File: src/rvIsaPkg.sv
package rvIsaPkg;

    // major opcodes, bits [6:0] of every word.
    typedef enum logic [6:0] {
        OPC_LOAD    = 7'b0000011,
        OPC_MISCMEM = 7'b0001111,
        OPC_OPIMM   = 7'b0010011,
        OPC_AUIPC   = 7'b0010111,
        OPC_STORE   = 7'b0100011,
        OPC_OP      = 7'b0110011,
        OPC_LUI     = 7'b0110111,
        OPC_BRANCH  = 7'b1100011,
        OPC_JALR    = 7'b1100111,
        OPC_JAL     = 7'b1101111,
        OPC_SYSTEM  = 7'b1110011
    } opcodeE;

    localparam logic [31:0] INST_NOP = {25'd0, OPC_OPIMM}; // addi x0, x0, 0.

    // ------------------------------------------------------------------------
    // masks, shared by the tables below
    // ------------------------------------------------------------------------
    localparam logic [31:0] MASK_R      = 32'hfe00_707f; // funct7 + funct3 + opcode.
    localparam logic [31:0] MASK_F3     = 32'h0000_707f;
    localparam logic [31:0] MASK_OPC    = 32'h0000_007f;
    localparam logic [31:0] MASK_ALL    = 32'hffff_ffff;
    localparam logic [31:0] MASK_SFENCE = 32'hfe00_7fff;

    // add sub sll slt sltu xor srl sra or and, under MASK_R.
    localparam logic [31:0] ALU_R_MATCH [10] = '{
        32'h0000_0033, 32'h4000_0033, 32'h0000_1033, 32'h0000_2033, 32'h0000_3033,
        32'h0000_4033, 32'h0000_5033, 32'h4000_5033, 32'h0000_6033, 32'h0000_7033
    };
    // addi slti sltiu xori ori andi, under MASK_F3.
    localparam logic [31:0] ALU_I_MATCH [6] = '{
        32'h0000_0013, 32'h0000_2013, 32'h0000_3013,
        32'h0000_4013, 32'h0000_6013, 32'h0000_7013
    };
    // slli srli srai, under MASK_R.
    localparam logic [31:0] SHIFT_I_MATCH [3] = '{32'h0000_1013, 32'h0000_5013, 32'h4000_5013};
    // lb lh lw lbu lhu.
    localparam logic [31:0] LOAD_MATCH [5] = '{
        32'h0000_0003, 32'h0000_1003, 32'h0000_2003, 32'h0000_4003, 32'h0000_5003
    };
    localparam logic [31:0] STORE_MATCH [3] = '{32'h0000_0023, 32'h0000_1023, 32'h0000_2023};
    // beq bne blt bge bltu bgeu.
    localparam logic [31:0] BRANCH_MATCH [6] = '{
        32'h0000_0063, 32'h0000_1063, 32'h0000_4063,
        32'h0000_5063, 32'h0000_6063, 32'h0000_7063
    };
    // csrrw csrrs csrrc csrrwi csrrsi csrrci.
    localparam logic [31:0] CSR_MATCH [6] = '{
        32'h0000_1073, 32'h0000_2073, 32'h0000_3073,
        32'h0000_5073, 32'h0000_6073, 32'h0000_7073
    };

    // single pairs.
    localparam logic [31:0] INST_JAL     = {25'd0, OPC_JAL};      // MASK_OPC.
    localparam logic [31:0] INST_JALR    = {25'd0, OPC_JALR};     // MASK_F3.
    localparam logic [31:0] INST_LUI     = {25'd0, OPC_LUI};      // MASK_OPC.
    localparam logic [31:0] INST_AUIPC   = {25'd0, OPC_AUIPC};    // MASK_OPC.
    localparam logic [31:0] INST_FENCE   = {25'd0, OPC_MISCMEM};  // MASK_F3.
    localparam logic [31:0] INST_FENCE_I = {17'd0, 3'b001, 5'd0, OPC_MISCMEM};
    localparam logic [31:0] INST_SFENCE  = {7'b0001001, 18'd0, OPC_SYSTEM};
    localparam logic [31:0] INST_ECALL   = {25'd0, OPC_SYSTEM};   // MASK_ALL.
    localparam logic [31:0] INST_MRET    = {12'h302, 13'd0, OPC_SYSTEM};

    typedef enum logic [3:0] {
        CLS_NOP, CLS_ALU_R, CLS_ALU_I, CLS_SHIFT_I, CLS_LOAD, CLS_STORE, CLS_BRANCH,
        CLS_JUMP, CLS_UPPER, CLS_CSR, CLS_MRET, CLS_ECALL, CLS_FENCE, CLS_ILLEGAL
    } instClassE;

endpackage

File: src/pipeCtrlPkg.sv
package pipeCtrlPkg;

    // ------------------------------------------------------------------------
    // flush input bit positions
    // ------------------------------------------------------------------------
    localparam int FLUSH_ID_BIT    = 0; // squash the ID register.
    localparam int FLUSH_FENCE_BIT = 1; // cancel a running fence stall.

    // front end held this many cycles after a fence leaves ID.
    localparam logic [3:0] FENCE_STALL_CYCLES = 4'd8;

    // first fetch address out of reset.
    localparam logic [31:0] RESET_PC = 32'h0000_0000;

    typedef enum logic {
        FENCE_IDLE,
        FENCE_WAIT
    } fenceStateE;

endpackage

File: src/instClassifier.sv
`timescale 1ns/1ps

module instClassifier (
    input  logic [31:0]         instr_i,
    output rvIsaPkg::instClassE class_o,
    output logic                illegal_o,
    output logic                isLoad_o,
    output logic                isStore_o,
    output logic                isFence_o,
    output logic                ecall_o
);

    logic hitAluR;
    logic hitAluI;
    logic hitShift;
    logic hitLoad;
    logic hitStore;
    logic hitBranch;
    logic hitCsr;
    logic hitJump;
    logic hitUpper;
    logic hitFence;

    // ------------------------------------------------------------------------
    // table lookups
    // ------------------------------------------------------------------------
    always_comb begin
        hitAluR   = 1'b0;
        hitAluI   = 1'b0;
        hitShift  = 1'b0;
        hitLoad   = 1'b0;
        hitStore  = 1'b0;
        hitBranch = 1'b0;
        hitCsr    = 1'b0;
        for (int i = 0; i < $size(rvIsaPkg::ALU_R_MATCH); i++)
            hitAluR |= (instr_i & rvIsaPkg::MASK_R) == rvIsaPkg::ALU_R_MATCH[i];
        for (int i = 0; i < $size(rvIsaPkg::ALU_I_MATCH); i++)
            hitAluI |= (instr_i & rvIsaPkg::MASK_F3) == rvIsaPkg::ALU_I_MATCH[i];
        for (int i = 0; i < $size(rvIsaPkg::SHIFT_I_MATCH); i++)
            hitShift |= (instr_i & rvIsaPkg::MASK_R) == rvIsaPkg::SHIFT_I_MATCH[i];
        for (int i = 0; i < $size(rvIsaPkg::LOAD_MATCH); i++)
            hitLoad |= (instr_i & rvIsaPkg::MASK_F3) == rvIsaPkg::LOAD_MATCH[i];
        for (int i = 0; i < $size(rvIsaPkg::STORE_MATCH); i++)
            hitStore |= (instr_i & rvIsaPkg::MASK_F3) == rvIsaPkg::STORE_MATCH[i];
        for (int i = 0; i < $size(rvIsaPkg::BRANCH_MATCH); i++)
            hitBranch |= (instr_i & rvIsaPkg::MASK_F3) == rvIsaPkg::BRANCH_MATCH[i];
        for (int i = 0; i < $size(rvIsaPkg::CSR_MATCH); i++)
            hitCsr |= (instr_i & rvIsaPkg::MASK_F3) == rvIsaPkg::CSR_MATCH[i];
    end

    assign hitJump  = ((instr_i & rvIsaPkg::MASK_OPC) == rvIsaPkg::INST_JAL)
                   || ((instr_i & rvIsaPkg::MASK_F3) == rvIsaPkg::INST_JALR);
    assign hitUpper = ((instr_i & rvIsaPkg::MASK_OPC) == rvIsaPkg::INST_LUI)
                   || ((instr_i & rvIsaPkg::MASK_OPC) == rvIsaPkg::INST_AUIPC);
    assign hitFence = ((instr_i & rvIsaPkg::MASK_F3) == rvIsaPkg::INST_FENCE)
                   || ((instr_i & rvIsaPkg::MASK_F3) == rvIsaPkg::INST_FENCE_I)
                   || ((instr_i & rvIsaPkg::MASK_SFENCE) == rvIsaPkg::INST_SFENCE);

    // nop first, it also matches addi.
    always_comb begin
        if (instr_i == rvIsaPkg::INST_NOP)                               class_o = rvIsaPkg::CLS_NOP;
        else if (hitAluR)                                                class_o = rvIsaPkg::CLS_ALU_R;
        else if (hitShift)                                               class_o = rvIsaPkg::CLS_SHIFT_I;
        else if (hitAluI)                                                class_o = rvIsaPkg::CLS_ALU_I;
        else if (hitLoad)                                                class_o = rvIsaPkg::CLS_LOAD;
        else if (hitStore)                                               class_o = rvIsaPkg::CLS_STORE;
        else if (hitBranch)                                              class_o = rvIsaPkg::CLS_BRANCH;
        else if (hitJump)                                                class_o = rvIsaPkg::CLS_JUMP;
        else if (hitUpper)                                               class_o = rvIsaPkg::CLS_UPPER;
        else if (hitCsr)                                                 class_o = rvIsaPkg::CLS_CSR;
        else if ((instr_i & rvIsaPkg::MASK_ALL) == rvIsaPkg::INST_MRET)  class_o = rvIsaPkg::CLS_MRET;
        else if ((instr_i & rvIsaPkg::MASK_ALL) == rvIsaPkg::INST_ECALL) class_o = rvIsaPkg::CLS_ECALL;
        else if (hitFence)                                               class_o = rvIsaPkg::CLS_FENCE;
        else                                                             class_o = rvIsaPkg::CLS_ILLEGAL;
    end

    assign illegal_o = class_o == rvIsaPkg::CLS_ILLEGAL;
    assign isLoad_o  = class_o == rvIsaPkg::CLS_LOAD;
    assign isStore_o = class_o == rvIsaPkg::CLS_STORE;
    assign isFence_o = class_o == rvIsaPkg::CLS_FENCE;
    assign ecall_o   = class_o == rvIsaPkg::CLS_ECALL;

    // no word hits two tables.
    always_comb begin
        assert ($onehot0({hitAluR, hitAluI, hitShift, hitLoad, hitStore, hitBranch, hitCsr}))
            else $error("classifier: overlapping decode tables for %h", instr_i);
    end

endmodule

File: src/fenceStallTimer.sv
`timescale 1ns/1ps

module fenceStallTimer (
    input  logic clk,
    input  logic rst,
    input  logic fenceSeen_i,
    input  logic cancel_i,
    output logic active_o
);

    pipeCtrlPkg::fenceStateE state;
    logic [3:0]              count;

    always_ff @(posedge clk or posedge rst) begin
        if (rst) begin
            state <= pipeCtrlPkg::FENCE_IDLE;
            count <= 4'd0;
        end else if (cancel_i) begin
            state <= pipeCtrlPkg::FENCE_IDLE;
            count <= 4'd0;
        end else begin
            case (state)
                pipeCtrlPkg::FENCE_IDLE: begin
                    if (fenceSeen_i) begin
                        state <= pipeCtrlPkg::FENCE_WAIT;
                        count <= pipeCtrlPkg::FENCE_STALL_CYCLES;
                    end
                end
                pipeCtrlPkg::FENCE_WAIT: begin
                    if (count == 4'd1) begin // last stall cycle.
                        state <= pipeCtrlPkg::FENCE_IDLE;
                        count <= 4'd0;
                    end else begin
                        count <= count - 4'd1;
                    end
                end
                default: state <= pipeCtrlPkg::FENCE_IDLE;
            endcase
        end
    end

    // the fence cycle in ID counts as stalled too.
    assign active_o = fenceSeen_i || (state == pipeCtrlPkg::FENCE_WAIT);

    waitCountLive: assert property (@(posedge clk) disable iff (rst)
        state == pipeCtrlPkg::FENCE_WAIT |-> count != 4'd0);

endmodule

File: src/fetchStage.sv
`timescale 1ns/1ps

module fetchStage (
    input  logic        clk,
    input  logic        rst,
    input  logic        hold_i,
    input  logic        redirect_i,
    input  logic [31:0] redirectPc_i,
    input  logic [31:0] imemData_i,
    output logic [31:0] fetchPc_o,
    output logic [31:0] ifInstr_o,
    output logic [31:0] ifPc_o,
    output logic [4:0]  ifRs1_o,
    output logic [4:0]  ifRs2_o,
    output logic [4:0]  ifRd_o
);

    logic [31:0] pc;
    logic [31:0] ifInstr;
    logic [31:0] ifPc;

    // ------------------------------------------------------------------------
    // program counter
    // ------------------------------------------------------------------------
    always_ff @(posedge clk or posedge rst) begin
        if (rst) begin
            pc <= pipeCtrlPkg::RESET_PC;
        end else if (redirect_i) begin // redirect beats hold.
            pc <= redirectPc_i;
        end else if (!hold_i) begin
            pc <= pc + 32'd4;
        end
    end

    // ------------------------------------------------------------------------
    // IF register
    // ------------------------------------------------------------------------
    always_ff @(posedge clk or posedge rst) begin
        if (rst) begin
            ifInstr <= rvIsaPkg::INST_NOP;
            ifPc    <= pipeCtrlPkg::RESET_PC;
        end else if (redirect_i) begin
            ifInstr <= rvIsaPkg::INST_NOP; // word on the old path is dropped.
        end else if (!hold_i) begin
            ifInstr <= imemData_i;
            ifPc    <= pc;
        end
    end

    assign fetchPc_o = pc;
    assign ifInstr_o = ifInstr;
    assign ifPc_o    = ifPc;
    assign ifRs1_o   = ifInstr[19:15];
    assign ifRs2_o   = ifInstr[24:20];
    assign ifRd_o    = ifInstr[11:7];

    pcAligned: assert property (@(posedge clk) disable iff (rst) pc[1:0] == 2'b00);

endmodule

File: src/decodeStage.sv
`timescale 1ns/1ps

module decodeStage (
    input  logic                clk,
    input  logic                rst,
    input  logic                stall_i,
    input  logic [1:0]          flush_i,
    input  logic                csrBranch_i,
    input  logic [31:0]         instr_i,
    input  logic [31:0]         pc_i,
    input  logic [4:0]          rs1_i,
    input  logic [4:0]          rs2_i,
    input  logic [4:0]          rd_i,
    output logic [31:0]         idInstr_o,
    output logic [31:0]         idPc_o,
    output logic [4:0]          idRs1_o,
    output logic [4:0]          idRs2_o,
    output logic [4:0]          idRd_o,
    output logic [31:0]         idInstCsr_o,
    output rvIsaPkg::instClassE class_o,
    output logic                illegal_o,
    output logic                isLoad_o,
    output logic                isStore_o,
    output logic                ecall_o,
    output logic                fenceActive_o,
    output logic                frontStall_o
);

    logic bubble;
    logic isSystem;
    logic isFence;

    // stall, squash and fence all turn the ID word into a nop.
    assign bubble   = stall_i || flush_i[pipeCtrlPkg::FLUSH_ID_BIT] || csrBranch_i
                   || fenceActive_o;
    assign isSystem = instr_i[6:0] == rvIsaPkg::OPC_SYSTEM;

    // ------------------------------------------------------------------------
    // ID register
    // ------------------------------------------------------------------------
    always_ff @(posedge clk or posedge rst) begin
        if (rst) begin
            idInstr_o   <= rvIsaPkg::INST_NOP;
            idPc_o      <= 32'd0;
            idRs1_o     <= 5'd0;
            idRs2_o     <= 5'd0;
            idRd_o      <= 5'd0;
            idInstCsr_o <= 32'd0;
        end else if (bubble) begin
            idInstr_o   <= rvIsaPkg::INST_NOP; // pc kept.
            idRs1_o     <= 5'd0;
            idRs2_o     <= 5'd0;
            idRd_o      <= 5'd0;
            idInstCsr_o <= 32'd0;
        end else begin
            idInstr_o   <= instr_i;
            idPc_o      <= pc_i;
            idRs1_o     <= rs1_i;
            idRs2_o     <= isSystem ? 5'd0 : rs2_i; // csr field, not a register.
            idRd_o      <= rd_i;
            idInstCsr_o <= isSystem ? instr_i : 32'd0;
        end
    end

    instClassifier classifier_inst (
        .instr_i   (idInstr_o),
        .class_o   (class_o),
        .illegal_o (illegal_o),
        .isLoad_o  (isLoad_o),
        .isStore_o (isStore_o),
        .isFence_o (isFence),
        .ecall_o   (ecall_o)
    );

    fenceStallTimer timer_inst (
        .clk         (clk),
        .rst         (rst),
        .fenceSeen_i (isFence),
        .cancel_i    (flush_i[pipeCtrlPkg::FLUSH_FENCE_BIT]),
        .active_o    (fenceActive_o)
    );

    assign frontStall_o = stall_i || fenceActive_o;

endmodule

File: src/frontEndTop.sv
`timescale 1ns/1ps

module frontEndTop (
    input  logic                clk,
    input  logic                rst,
    input  logic                stall_i,
    input  logic [1:0]          flush_i,
    input  logic                csrBranch_i,
    input  logic                redirect_i,
    input  logic [31:0]         redirectPc_i,
    input  logic [31:0]         imemData_i,
    output logic [31:0]         fetchPc_o,
    output logic [31:0]         idInstr_o,
    output logic [31:0]         idPc_o,
    output logic [4:0]          idRs1_o,
    output logic [4:0]          idRs2_o,
    output logic [4:0]          idRd_o,
    output logic [31:0]         idInstCsr_o,
    output rvIsaPkg::instClassE class_o,
    output logic                illegal_o,
    output logic                isLoad_o,
    output logic                isStore_o,
    output logic                ecall_o,
    output logic                fenceActive_o
);

    logic [31:0] ifInstr;
    logic [31:0] ifPc;
    logic [4:0]  ifRs1;
    logic [4:0]  ifRs2;
    logic [4:0]  ifRd;
    logic        frontStall; // decode back to fetch.

    fetchStage fetchStage_inst (
        .clk          (clk),
        .rst          (rst),
        .hold_i       (frontStall),
        .redirect_i   (redirect_i),
        .redirectPc_i (redirectPc_i),
        .imemData_i   (imemData_i),
        .fetchPc_o    (fetchPc_o),
        .ifInstr_o    (ifInstr),
        .ifPc_o       (ifPc),
        .ifRs1_o      (ifRs1),
        .ifRs2_o      (ifRs2),
        .ifRd_o       (ifRd)
    );

    decodeStage decodeStage_inst (
        .clk           (clk),
        .rst           (rst),
        .stall_i       (stall_i),
        .flush_i       (flush_i),
        .csrBranch_i   (csrBranch_i),
        .instr_i       (ifInstr),
        .pc_i          (ifPc),
        .rs1_i         (ifRs1),
        .rs2_i         (ifRs2),
        .rd_i          (ifRd),
        .idInstr_o     (idInstr_o),
        .idPc_o        (idPc_o),
        .idRs1_o       (idRs1_o),
        .idRs2_o       (idRs2_o),
        .idRd_o        (idRd_o),
        .idInstCsr_o   (idInstCsr_o),
        .class_o       (class_o),
        .illegal_o     (illegal_o),
        .isLoad_o      (isLoad_o),
        .isStore_o     (isStore_o),
        .ecall_o       (ecall_o),
        .fenceActive_o (fenceActive_o),
        .frontStall_o  (frontStall)
    );

endmodule

File: config.mk
export PLATFORM = sky130hd
export DESIGN_NAME = frontEndTop
export DESIGN_NICKNAME = d
export VERILOG_FILES = /design/src/rvIsaPkg.sv /design/src/pipeCtrlPkg.sv /design/src/instClassifier.sv /design/src/fenceStallTimer.sv /design/src/fetchStage.sv /design/src/decodeStage.sv /design/src/frontEndTop.sv
export SDC_FILE = /design/constraint.sdc
export NUM_CORES = 1
export LEC_CHECK = 0
export BUFFER_PORTS_ARGS = -buffer_cell sky130_fd_sc_hd__clkbuf_2
export CAP_MARGIN = 20
export CORE_MARGIN = 4
export CORE_UTILIZATION = 44
export DETAILED_ROUTE_END_ITERATION = 8
export GPL_ROUTABILITY_DRIVEN = 0
export HOLD_SLACK_MARGIN = 0.02
export PLACE_DENSITY = 0.68
export SYNTH_ARGS = -nofsm -noshare
export SYNTH_HDL_FRONTEND = slang
export SYNTH_SLANG_ARGS = --single-unit
File: constraint.sdc
create_clock -name clk -period 9.1 [get_ports clk]
set_clock_uncertainty 0.05 [all_clocks]
set_input_delay 1.82 -clock clk [delete_from_list [all_inputs] [get_ports clk]]
set_output_delay 1.82 -clock clk [all_outputs]
set_load 0.02 [all_outputs]
Word-level counts from Yosys, hierarchy flattened
Index checks and enable logic that the tools add are counted.
Widths: inputs -> output; s select.
- output and inout bits: 152
- input bits: 71
- logic and storage cells: 148
- flip-flop bits (word level): 212
- reduce and logical (&&, ||, !) cells: 10
- muxes and demuxes: 32
- equal/unequal tests: 58
- $add $sub $neg: 2
- bitwise logic cells: 35
- operators by type and width (kind ; number):
    $mux 32 ; 7
    $eq 10x10->1 const B ; 12
    $eq 17x10->1 const B ; 5
    $eq 10x9->1 const B ; 6
    $mux 4 ; 13
    $eq 17x16->1 const B ; 3
    $eq 10x8->1 const B ; 5
    $eq 17x8->1 const B ; 2
    $eq 17x9->1 const B ; 2
    $add 32x3->32 const B ; 1
    $eq 32x30->1 const B ; 1
    $eq 32x5->1 const B ; 1
    $eq 32x7->1 const B ; 1
    $or 1x1->1 ; 32
    $eq 22x19->1 const B ; 1
    $eq 10x7->1 const B ; 2
    $mux 5 ; 4
    $eq 17x6->1 const B ; 1
    $eq 7x7->1 const B ; 2
    $eq 4x4->1 const B ; 3
    $eq 10x2->1 const B ; 1
    $eq 10x4->1 const B ; 1
    $eq 10x5->1 const B ; 1
    $eq 10x6->1 const B ; 1
    14 further kinds ; 29

Longest topological paths before layout
Gate-level depths: netlist of run 1.
- depth after elaboration: 21
- gate-level depth with buffers: 8
- gate-level depth less buffers: 6

Modules after synthesis
Synthesis of run 1 repeated with hierarchy kept, for this count alone.
- cells, all modules: 763
- area total of the unflattened synthesis: 9198.8 um^2
- by module, submodules not included (module ; cells an instance ; area each (um^2) ; sequential area each (um^2) ; times used):
    fetchStage ; 389 ; 4400.5 ; 2406.1 ; 1
    decodeStage ; 271 ; 3990.1 ; 2781.4 ; 1
    instClassifier ; 74 ; 513.0 ; 0.0 ; 1
    fenceStallTimer ; 29 ; 295.3 ; 125.1 ; 1

Worst setup path before layout of run 1
No wires, ideal clock.
- path kind: reg2out
- start point: reg decodeStage_inst.idInstr_o[14]
- end point: out illegal_o
- path slack: 4968 ps
- arrival time: 2262 ps
- buffers on the path: 1
- data required time: 7230 ps
- cell stages (with the launch flop): 7
- cells stage by stage: dfrtp_1 -> clkbuf_1 -> o21ai_0 -> a31oi_1 -> o32ai_1 -> nor4_1 -> and3_1
- elaborated cells on any way between the ends: 95
- RTL lines (what ; RTL line ; source):
    from (decl) ; decodeStage.sv:14 ; output logic [31:0] idInstr_o,
    from (signal assigned) ; decodeStage.sv:43 ; idInstr_o <= rvIsaPkg::INST_NOP;
    from (signal assigned) ; decodeStage.sv:50 ; idInstr_o <= rvIsaPkg::INST_NOP;
    from (signal assigned) ; decodeStage.sv:56 ; idInstr_o <= instr_i;
    $eq 10x7->1 or $eq 10x8->1 (tied branches) ; instClassifier.sv:46 ; hitBranch |= (instr_i & rvIsaPkg::MASK_F3) == rvIsaPkg::BRANCH_MATCH[i];
    $or 1x1->1 (5 in series) ; instClassifier.sv:46 ;
    $mux 4 ; instClassifier.sv:67 ; else if (hitBranch) class_o = rvIsaPkg::CLS_BRANCH;
    $mux 4 ; instClassifier.sv:66 ; else if (hitStore) class_o = rvIsaPkg::CLS_STORE;
    $mux 4 ; instClassifier.sv:65 ; else if (hitLoad) class_o = rvIsaPkg::CLS_LOAD;
    $mux 4 ; instClassifier.sv:64 ; else if (hitAluI) class_o = rvIsaPkg::CLS_ALU_I;
    $mux 4 ; instClassifier.sv:63 ; else if (hitShift) class_o = rvIsaPkg::CLS_SHIFT_I;
    $mux 4 ; instClassifier.sv:62 ; else if (hitAluR) class_o = rvIsaPkg::CLS_ALU_R;
    $mux 4 (*) ; instClassifier.sv:61 ; if (instr_i == rvIsaPkg::INST_NOP) class_o = rvIsaPkg::CLS_NOP;
    via class_o[3] ; frontEndTop.sv:19 ; output rvIsaPkg::instClassE class_o,
    $eq 4x4->1 (*) ; instClassifier.sv:77 ; assign illegal_o = class_o == rvIsaPkg::CLS_ILLEGAL;
    to (decl) ; frontEndTop.sv:20 ; output logic illegal_o,
Mark *: on every way through the listed nets, which the timed path passes. The rest lies on a longest branch.

Worst setup path after layout of run 1
- start point: reg decodeStage_inst.idInstr_o[27]
- end point: out illegal_o
- word-level cells in the longest chain between the ends: 16
- elaborated cells on any way between the ends: 43
- ends and longest elaborated chain (what ; RTL line ; source):
    $eq 22x19->1 ; instClassifier.sv:57 ; || ((instr_i & rvIsaPkg::MASK_SFENCE) == rvIsaPkg::INST_SFENCE);
    $logic_or 1x1->1 ; instClassifier.sv:57 ;
    $mux 1 ; instClassifier.sv:73 ; else if (hitFence) class_o = rvIsaPkg::CLS_FENCE;
    $mux 3 ; instClassifier.sv:72 ; else if ((instr_i & rvIsaPkg::MASK_ALL) == rvIsaPkg::INST_ECALL) class_o = rvIsaPkg::CLS_ECALL;
    $mux 3 ; instClassifier.sv:71 ; else if ((instr_i & rvIsaPkg::MASK_ALL) == rvIsaPkg::INST_MRET) class_o = rvIsaPkg::CLS_MRET;
    $mux 4 ; instClassifier.sv:70 ; else if (hitCsr) class_o = rvIsaPkg::CLS_CSR;
    $mux 4 ; instClassifier.sv:69 ; else if (hitUpper) class_o = rvIsaPkg::CLS_UPPER;
    $mux 4 ; instClassifier.sv:68 ; else if (hitJump) class_o = rvIsaPkg::CLS_JUMP;
    $mux 4 ; instClassifier.sv:67 ;
    $mux 4 ; instClassifier.sv:66 ;
    $mux 4 ; instClassifier.sv:65 ;
    $mux 4 ; instClassifier.sv:64 ;
    $mux 4 ; instClassifier.sv:63 ;
    $mux 4 ; instClassifier.sv:62 ;
    $mux 4 (*) ; instClassifier.sv:61 ;
    $eq 4x4->1 (*) ; instClassifier.sv:77 ;
Every way passes the cells marked *; elsewhere a longest branch is shown, timed or not.

==> qor.log, run 1 <==
[power_and_ir_drop] Peak VDD IR 157 uV
[sta] Total Neg Setup Slack 0 ps
[clock_network] number of buffers inserted by post-CTS setup repair 0
[hold_path] Hold Path Sink fetchStage_inst.ifPc_o[14]
[routing] length of the first detailed-routing pass in iterations 4
[clock_network] Root Buffer Master sky130_fd_sc_hd__clkbuf_16
[worst_setup_path] endpoint of the most critical register-to-register path fetchStage_inst.fetchPc_o[26]
[worst_setup_path] Most common cell on crit path sky130_fd_sc_hd__nor3_1
[routing] via count 6751
[power_and_ir_drop] cell-internal power 0.00163 W
[cells_and_area] Post-layout nets 1040
[sta] maximum frequency from static timing analysis 0.209 GHz
[sta] minimum clock period 4780 ps
[routing] DRC 0
[global_route] antenna violations before repair 1
[synth] Post-synth EDFFs 0
[synth] post-synth design cell area 8760 sq um
[worst_setup_path] Bufs and invs on worst path 2
[routing] routed wire length per instance 17.9 um
[clock_network] quantity of hold-fixing buffers added after cts 0
[synth] async set or reset register ratio after synthesis 100%
[synth] number of instances in the synthesized netlist 770
[routing] top sig layer met4
[die] std cell rows 51
[sta] unrepaired setup endpoints after global routing no
[clock_network] insertion delay of the later-clocked pin in the worst-skew pair 490 ps
[power_and_ir_drop] switching share of total power 27.5%
[worst_setup_path] critical path required time 7230 ps
[global_route] maximum number of pins on one net before global-route repair 125
[power_and_ir_drop] clock network power share 37.3%
[sta] setup slack of the critical path after layout 4320 ps
[die] Initial Util 44.9%
[clock_network] count of H-tree levels built during CTS 1
[worst_setup_path] register-to-register setup slack 5730 ps
[worst_setup_path] cells on worst reg2reg path 4
[routing] Detailed Route Iter0 Violations 467
[die] die outline area 22200 sq um
[die] die span in x 149 um
[worst_setup_path] R2R Path Start decodeStage_inst.timer_inst.state
[routing] DR vias/cell 5.41
[hold_path] number of cells on the worst hold path 1
[worst_setup_path] worst setup path category reg -> out
[global_route] vias in the first global route 6621
[sta] max-slew violation count 0
[clock_network] Inserted Clock Buffers 22
[power_and_ir_drop] switching power of the nets 0.000615 W
[outcome] result of the run completed
[routing] met3 wire length 1350 um
[clock_network] buffer levels on the longest clock path 3
[global_route] global-route congestion overflow total 0
[sta] Tightest Pin Transition 986 ps
[clock_network] total number of clock tree sinks 202
[synth] total number of yosys warnings 0
[synth] count of cell types in the netlist 55
[worst_setup_path] highest fanout seen on the critical path 43
[worst_setup_path] critical path's slowest cell sky130_fd_sc_hd__nor3_1
[synth] top_reg_cell synth sky130_fd_sc_hd__dfrtp_1
[sta] Final Hold Violating Endpoints 0
[global_route] first-pass GRT wire length 35900 um
[sta] final-report setup violation count 0
[synth] mean post-synth cell area 11.4 sq um
[sta] final worst hold slack 434 ps
[synth] register bit count reported by yosys 202
[cells_and_area] commonest non-fill, non-tap cell in the layout sky130_fd_sc_hd__clkbuf_2
[clock_network] post-CTS clock slew at the launch and capture registers of the worst setup and hold paths 60 ps
[hold_path] path class of the lowest-slack min-delay path reg -> reg
[die] y dimension of the die 149 um
[power_and_ir_drop] Reg power frac 47.5%
[placed_design] Buffers on Ports 222
[synth] sequential cell area fraction in the yosys report 57.8%
[hold_path] min-delay src fetchStage_inst.ifPc_o[14]
[worst_setup_path] largest delay contributor family on the critical path simple AND/OR/NAND/NOR gates
[routing] wire length after detailed routing 22300 um
[worst_setup_path] kind of launch point of the worst setup path register
[worst_setup_path] Slowest Stage Delay on Critical Path 590 ps
[worst_setup_path] Setup crit end kind output pin
[clock_network] count of instances resized after the clock tree is built 0
[sta] fin crit share 52.6%
[clock_network] CTS tree built
[routing] detailed-route wire length on metal 1 9650 um
[placed_design] post-detailed-placement half-perimeter wirelength 15100 um
[routing] length of routed met2 wiring 10900 um
[die] total I/O pin count 223
[cells_and_area] most frequent cells in the layout sky130_fd_sc_hd__clkbuf_2, sky130_fd_sc_hd__dfrtp_1, sky130_fd_sc_hd__and2_1
[power_and_ir_drop] leakage 4.96 nW
[global_route] overall routing resource usage 20.0%
[worst_setup_path] worst path arrival time 2910 ps
[sta] Max-slew headroom 34.1%
[power_and_ir_drop] combinational fraction of design power 15.2%
[die] core area 19500 sq um
[worst_setup_path] cells traversed along the worst timing path nor3_1, nand4_2, o22ai_2, buf_4, nor3_1, and3_1, clkbuf_2
[placed_design] worst setup timing slack at the placement stage 4390 ps
[power_and_ir_drop] pwr dens 210 nW/um^2
[routing] antenna-violating nets left 0
[cells_and_area] share of layout cells above drive strength 1 35.4%
[job] MaxCap Viol Count 0
[cells_and_area] synthesis-to-finish area growth 21.9%
registers in the layout, summed over array words and instances (netlist names):
name	cells
decodeStage_inst.timer_inst.state	1
decodeStage_inst.idRd_o	4
decodeStage_inst.idRs1_o	4
decodeStage_inst.idPc_o	32
decodeStage_inst.idInstCsr_o	32
fetchStage_inst.ifPc_o	32
decodeStage_inst.idRs2_o	5
fetchStage_inst.fetchPc_o	32
decodeStage_inst.timer_inst.count	4
fetchStage_inst.ifInstr_o	32
decodeStage_inst.idInstr_o	24
how the worst max path moves through the flow:
stage | from | endpoint | slack (ps) | depth (start not counted)
after detailed placement | stall_i | fetchStage_inst.fetchPc_o[26] | 4390 | 5
after global placement | stall_i | fetchStage_inst.fetchPc_o[8] | 4500 | 5
after global routing | decodeStage_inst.idInstr_o[27] | illegal_o | 4130 | 7
after floorplan | rst | decodeStage_inst.idInstCsr_o[0] | 1730 | 1
final | decodeStage_inst.idInstr_o[27] | illegal_o | 4320 | 7
after CTS | decodeStage_inst.idInstr_o[27] | illegal_o | 4320 | 7
power by group through the flow:
stage / clock [W] / sequential, W / combinational, W
6_report: 0.000836 / 0.00106 / 0.000342
5_1_grt: 0.000894 / 0.00108 / 0.000372
4_1_cts: 0.000855 / 0.00106 / 0.000346
3_5_place_dp: 0 / 0.00108 / 0.000346
3_3_place_gp: 0 / 0.00108 / 0.000339
2_1_floorplan: 0 / 0.00114 / 0.000151
worst register-to-register path: cells and delay by family, from the launching register on:
kind               cells  cell delay, ps
AOI/OAI and AO/OA      1             180
DFF                    1             500
and+or+nand+nor        3            2540
synth_stat cells, types with 2 or more instances:
library cell | n | share of area, %
sky130_fd_sc_hd__buf_4 | 16 | 1.4
sky130_fd_sc_hd__nor2_1 | 37 | 1.6
sky130_fd_sc_hd__and2_1 | 64 | 4.6
sky130_fd_sc_hd__o211ai_1 | 4 | 0.34
sky130_fd_sc_hd__dfrtp_1 | 196 | 56
sky130_fd_sc_hd__o21a_1 | 3 | 0.26
sky130_fd_sc_hd__nor3_2 | 2 | 0.23
sky130_fd_sc_hd__nor4_1 | 8 | 0.57
sky130_fd_sc_hd__mux2_1 | 3 | 0.39
sky130_fd_sc_hd__nor3b_1 | 3 | 0.26
sky130_fd_sc_hd__nor3_1 | 12 | 0.69
sky130_fd_sc_hd__nand3_1 | 53 | 3.0
sky130_fd_sc_hd__clkbuf_1 | 29 | 1.2
sky130_fd_sc_hd__ha_1 | 3 | 0.43
sky130_fd_sc_hd__and4_1 | 4 | 0.40
sky130_fd_sc_hd__a21oi_1 | 37 | 2.1
sky130_fd_sc_hd__or4_1 | 24 | 2.1
sky130_fd_sc_hd__or3_1 | 10 | 0.71
sky130_fd_sc_hd__inv_1 | 11 | 0.47
sky130_fd_sc_hd__o31ai_1 | 21 | 1.8
sky130_fd_sc_hd__nand2_1 | 23 | 0.99
sky130_fd_sc_hd__mux2_2 | 54 | 6.9
sky130_fd_sc_hd__o21ai_0 | 40 | 2.3
sky130_fd_sc_hd__clkbuf_2 | 2 | 0.11
sky130_fd_sc_hd__nand2b_1 | 6 | 0.43
sky130_fd_sc_hd__buf_1 | 3 | 0.13
sky130_fd_sc_hd__buf_2 | 9 | 0.51
sky130_fd_sc_hd__a31oi_1 | 29 | 2.1
sky130_fd_sc_hd__o31a_1 | 2 | 0.20
sky130_fd_sc_hd__dfstp_2 | 6 | 1.8
sky130_fd_sc_hd__mux2_4 | 9 | 1.5
sky130_fd_sc_hd__and3_1 | 2 | 0.14
sky130_fd_sc_hd__nand4_2 | 2 | 0.29
sky130_fd_sc_hd__nor2b_1 | 2 | 0.14
sky130_fd_sc_hd__nand4_1 | 18 | 1.3
sky130_fd_sc_hd__buf_6 | 3 | 0.39
sky130_fd_sc_hd__nand3b_1 | 2 | 0.17
kinds of logic after synthesis:
family / count (synthesis) / synth area share, %
xor gates and xnor gates: 1 / 0.100
adders and majority gates: 3 / 0.429
AOI/OAI and AO/OA: 143 / 9.84
other: 1 / 0.0428
buffers and inverters: 73 / 4.23
muxes: 66 / 8.87
and+or+nand+nor: 281 / 18.7
DFF: 202 / 57.8
area by class of cell:
cell class              instances  area [sq um]
clock buffers                  34           647
repair buffers                233          1210
inverters                      11          48.8
multi-input cells             496          3340
flip-flops and latches        202          5060
fillers                      1745          8850
diodes                          1          2.50
well taps                     265           332
clock inverters                 6          33.8
through the flow:
stage,cell area [sq um],util (%),std cells,total power [W]
CTS,10700,54.6,1246,0.00227
global route,10700,54.7,1248,0.00234
detailed placement,9970,51.1,1206,0.00142
finish,10700,54.7,1248,0.00224
floorplan,8760,-,771,0.00129
global placement,9970,51.1,1206,0.00142
layer usage:
| metal | vias to the layer above | GRT usage (%) |
|---|---|---|
| li1 | 3171 | - |
| met3 | 30 | 3.19 |
| met4 | 0 | 5.31 |
| met5 | - | 0 |
| met2 | 206 | 32.3 |
| met1 | 3344 | 28.3 |
Power figures use the tool's default switching activity.
==> run 2: changes to the inputs <==
--- a/config.mk
+++ b/config.mk
@@ -12,7 +12,7 @@
 export DETAILED_ROUTE_END_ITERATION = 8
 export GPL_ROUTABILITY_DRIVEN = 0
 export HOLD_SLACK_MARGIN = 0.02
-export PLACE_DENSITY = 0.68
+export PLACE_DENSITY = 0.71
 export SYNTH_ARGS = -nofsm -noshare
 export SYNTH_HDL_FRONTEND = slang
 export SYNTH_SLANG_ARGS = --single-unit
==> constraint.sdc (replaced) <==
create_clock -name clk -period 4.2 [get_ports clk]
set_clock_uncertainty 0.05 [all_clocks]
set_input_delay 0.84 -clock clk [delete_from_list [all_inputs] [get_ports clk]]
set_output_delay 0.84 -clock clk [all_outputs]
set_load 0.02 [all_outputs]
==> run 2 against run 1 <==
Utilization grew 0.096 points. Sequential share of layout area shrank 0.083 points. Count of clock-buffer cells in the layout shrank 1. Worst setup slack lost 3700 ps. Routed wire length grew 2.4%. Critical path depth shrank 1. Combinational power grew 120%. Register-to-register slack lost 4500 ps. Cell count shrank 0.24%. Die area is the same. Flip-flop and latch count is the same. Critical endpoint unchanged. Largest power group unchanged.
==> qor.log, run 2 (synthesized netlist as in run 1, its figures left out) <==
[worst_setup_path] register-to-register setup slack 1260 ps
[die] std cell rows 51
[power_and_ir_drop] switching share of total power 27.0%
[clock_network] count of H-tree levels built during CTS 1
[cells_and_area] commonest non-fill, non-tap cell in the layout sky130_fd_sc_hd__clkbuf_2
[placed_design] post-detailed-placement half-perimeter wirelength 15600 um
[worst_setup_path] cells on worst reg2reg path 6
[worst_setup_path] cells traversed along the worst timing path nor3_1, nand4_2, nor4_1, nor4_1, and3_1, clkbuf_2
[hold_path] path class of the lowest-slack min-delay path reg -> reg
[worst_setup_path] Setup crit end kind output pin
[sta] max-slew violation count 0
[cells_and_area] number of fill cells in the layout 1736
[global_route] vias in the first global route 6739
[routing] via count 6743
[routing] Detailed Route Iter0 Violations 400
[cells_and_area] most frequent cells in the layout sky130_fd_sc_hd__clkbuf_2, sky130_fd_sc_hd__dfrtp_1, sky130_fd_sc_hd__and2_1
[power_and_ir_drop] Peak VDD IR 295 uV
[worst_setup_path] highest fanout seen on the critical path 7
[cells_and_area] Post-layout nets 1040
[die] Initial Util 44.9%
[sta] Final Hold Violating Endpoints 0
[sta] maximum frequency from static timing analysis 0.283 GHz
[clock_network] number of buffers inserted by post-CTS setup repair 0
[hold_path] number of cells on the worst hold path 1
[clock_network] quantity of hold-fixing buffers added after cts 0
[sta] fin crit share 84.3%
[die] total I/O pin count 223
[worst_setup_path] worst setup path category reg -> out
[cells_and_area] share of layout cells above drive strength 1 35.6%
[global_route] first-pass GRT wire length 36400 um
[clock_network] Inserted Clock Buffers 21
[worst_setup_path] critical path required time 3310 ps
[die] die outline area 22200 sq um
[routing] DR vias/cell 5.42
[clock_network] buffer levels on the longest clock path 3
[global_route] antenna violations before repair 0
[power_and_ir_drop] pwr dens 457 nW/um^2
[worst_setup_path] Slowest Stage Delay on Critical Path 510 ps
[worst_setup_path] critical path's slowest cell sky130_fd_sc_hd__nor3_1
[sta] Max-slew headroom 26.9%
[global_route] overall routing resource usage 20.2%
[global_route] global-route congestion overflow total 0
[placed_design] dpl cell area 10000 sq um
[routing] DRC 0
[clock_network] total number of clock tree sinks 202
[sta] unrepaired setup endpoints after global routing no
[power_and_ir_drop] clock network power share 37.6%
[die] die span in x 149 um
[cells_and_area] Final Instance Area 10700 sq um
[worst_setup_path] Most common cell on crit path sky130_fd_sc_hd__nor4_1
[die] y dimension of the die 149 um
[outcome] result of the run completed
[sta] final-report setup violation count 0
[die] core area 19500 sq um
[sta] Total Neg Setup Slack 0 ps
[clock_network] insertion delay of the later-clocked pin in the worst-skew pair 490 ps
[routing] length of the first detailed-routing pass in iterations 5
[power_and_ir_drop] cell-internal power 0.00357 W
[power_and_ir_drop] switching power of the nets 0.00132 W
[power_and_ir_drop] Reg power frac 47.2%
[clock_network] Root Buffer Master sky130_fd_sc_hd__clkbuf_16
[worst_setup_path] endpoint of the most critical register-to-register path decodeStage_inst.idPc_o[12]
[worst_setup_path] kind of launch point of the worst setup path register
[global_route] maximum number of pins on one net before global-route repair 203
[routing] routed wire length per instance 18.4 um
[clock_network] post-CTS clock slew at the launch and capture registers of the worst setup and hold paths 60 ps
[routing] wire length after detailed routing 22900 um
[cells_and_area] antenna cell count 0
[hold_path] Hold Path Sink fetchStage_inst.ifPc_o[14]
[hold_path] min-delay src fetchStage_inst.ifPc_o[14]
[sta] Tightest Pin Transition 1100 ps
[worst_setup_path] worst path arrival time 2650 ps
[routing] antenna-violating nets left 0
[power_and_ir_drop] combinational fraction of design power 15.3%
[clock_network] CTS tree built
[worst_setup_path] R2R Path Start decodeStage_inst.idInstr_o[27]
[power_and_ir_drop] leakage 4.97 nW
[clock_network] count of instances resized after the clock tree is built 0
[cells_and_area] synthesis-to-finish area growth 22.1%
[placed_design] Buffers on Ports 222
[job] MaxCap Viol Count 0
[sta] minimum clock period 3540 ps
-- run 2: worst max-delay path: cells and delay by family, from the launching register on --
family	cells	cell delay (ps)
buffers and inverters	1	150
flip-flops	1	380
AND/OR/NAND/NOR	5	1640
-- run 2: cell type report --
| class | instances | area [sq um] | area share, % |
|---|---|---|---|
| multi-input cells | 496 | 3340 | 31.3 |
| clock inverters | 4 | 45.0 | 0.421 |
| flip-flops and latches | 202 | 5060 | 47.3 |
| clock buffers | 33 | 641 | 5.99 |
| repair buffers | 234 | 1230 | 11.5 |
| well taps | 265 | 332 | 3.10 |
| inverters | 11 | 45.0 | 0.421 |
-- run 2: metrics by stage --
stage / worst slack (ps) / std cells / hold WS (ps) / util [%] / total power [W]
5_1_grt: 496 / 1245 / 454 / 54.8 / 0.00512
6_report: 661 / 1245 / 432 / 54.8 / 0.00489
4_1_cts: 626 / 1245 / 437 / 54.8 / 0.00495
3_5_place_dp: 1070 / 1208 / 424 / 51.3 / 0.00309
2_1_floorplan: 699 / 771 / 402 / - / 0.00280
3_3_place_gp: 1130 / 1208 / 412 / 51.3 / 0.00307
-- run 2: power by group through the flow --
stage,Combinational [W],Clock [W],Sequential [W]
after floorplan,0.000328,0,0.00247
after global placement,0.000739,0,0.00233
after detailed placement,0.000756,0,0.00234
after CTS,0.000758,0.00188,0.00231
after global routing,0.000811,0.00197,0.00234
final,0.000746,0.00184,0.00231
-- run 2: worst max-delay path by stage --
stage / start / endpoint / slack (ps) / cells past startpoint
2_1_floorplan: rst / decodeStage_inst.idInstCsr_o[0] / 700 / 1
3_3_place_gp: stall_i / fetchStage_inst.fetchPc_o[8] / 1130 / 5
3_5_place_dp: stall_i / fetchStage_inst.fetchPc_o[18] / 1070 / 5
4_1_cts: decodeStage_inst.idInstr_o[27] / illegal_o / 630 / 6
5_1_grt: decodeStage_inst.idInstr_o[27] / illegal_o / 500 / 6
6_report: decodeStage_inst.idInstr_o[27] / illegal_o / 660 / 6
-- run 2: per-layer routing --
metal | up-vias | GRT usage [%] | share of wire (%)
met5 | - | 0 | 0
met4 | 0 | 6.36 | 2.7
met3 | 41 | 4.31 | 6.6
met2 | 199 | 32.7 | 48
met1 | 3335 | 27.6 | 43
li1 | 3168 | - | -
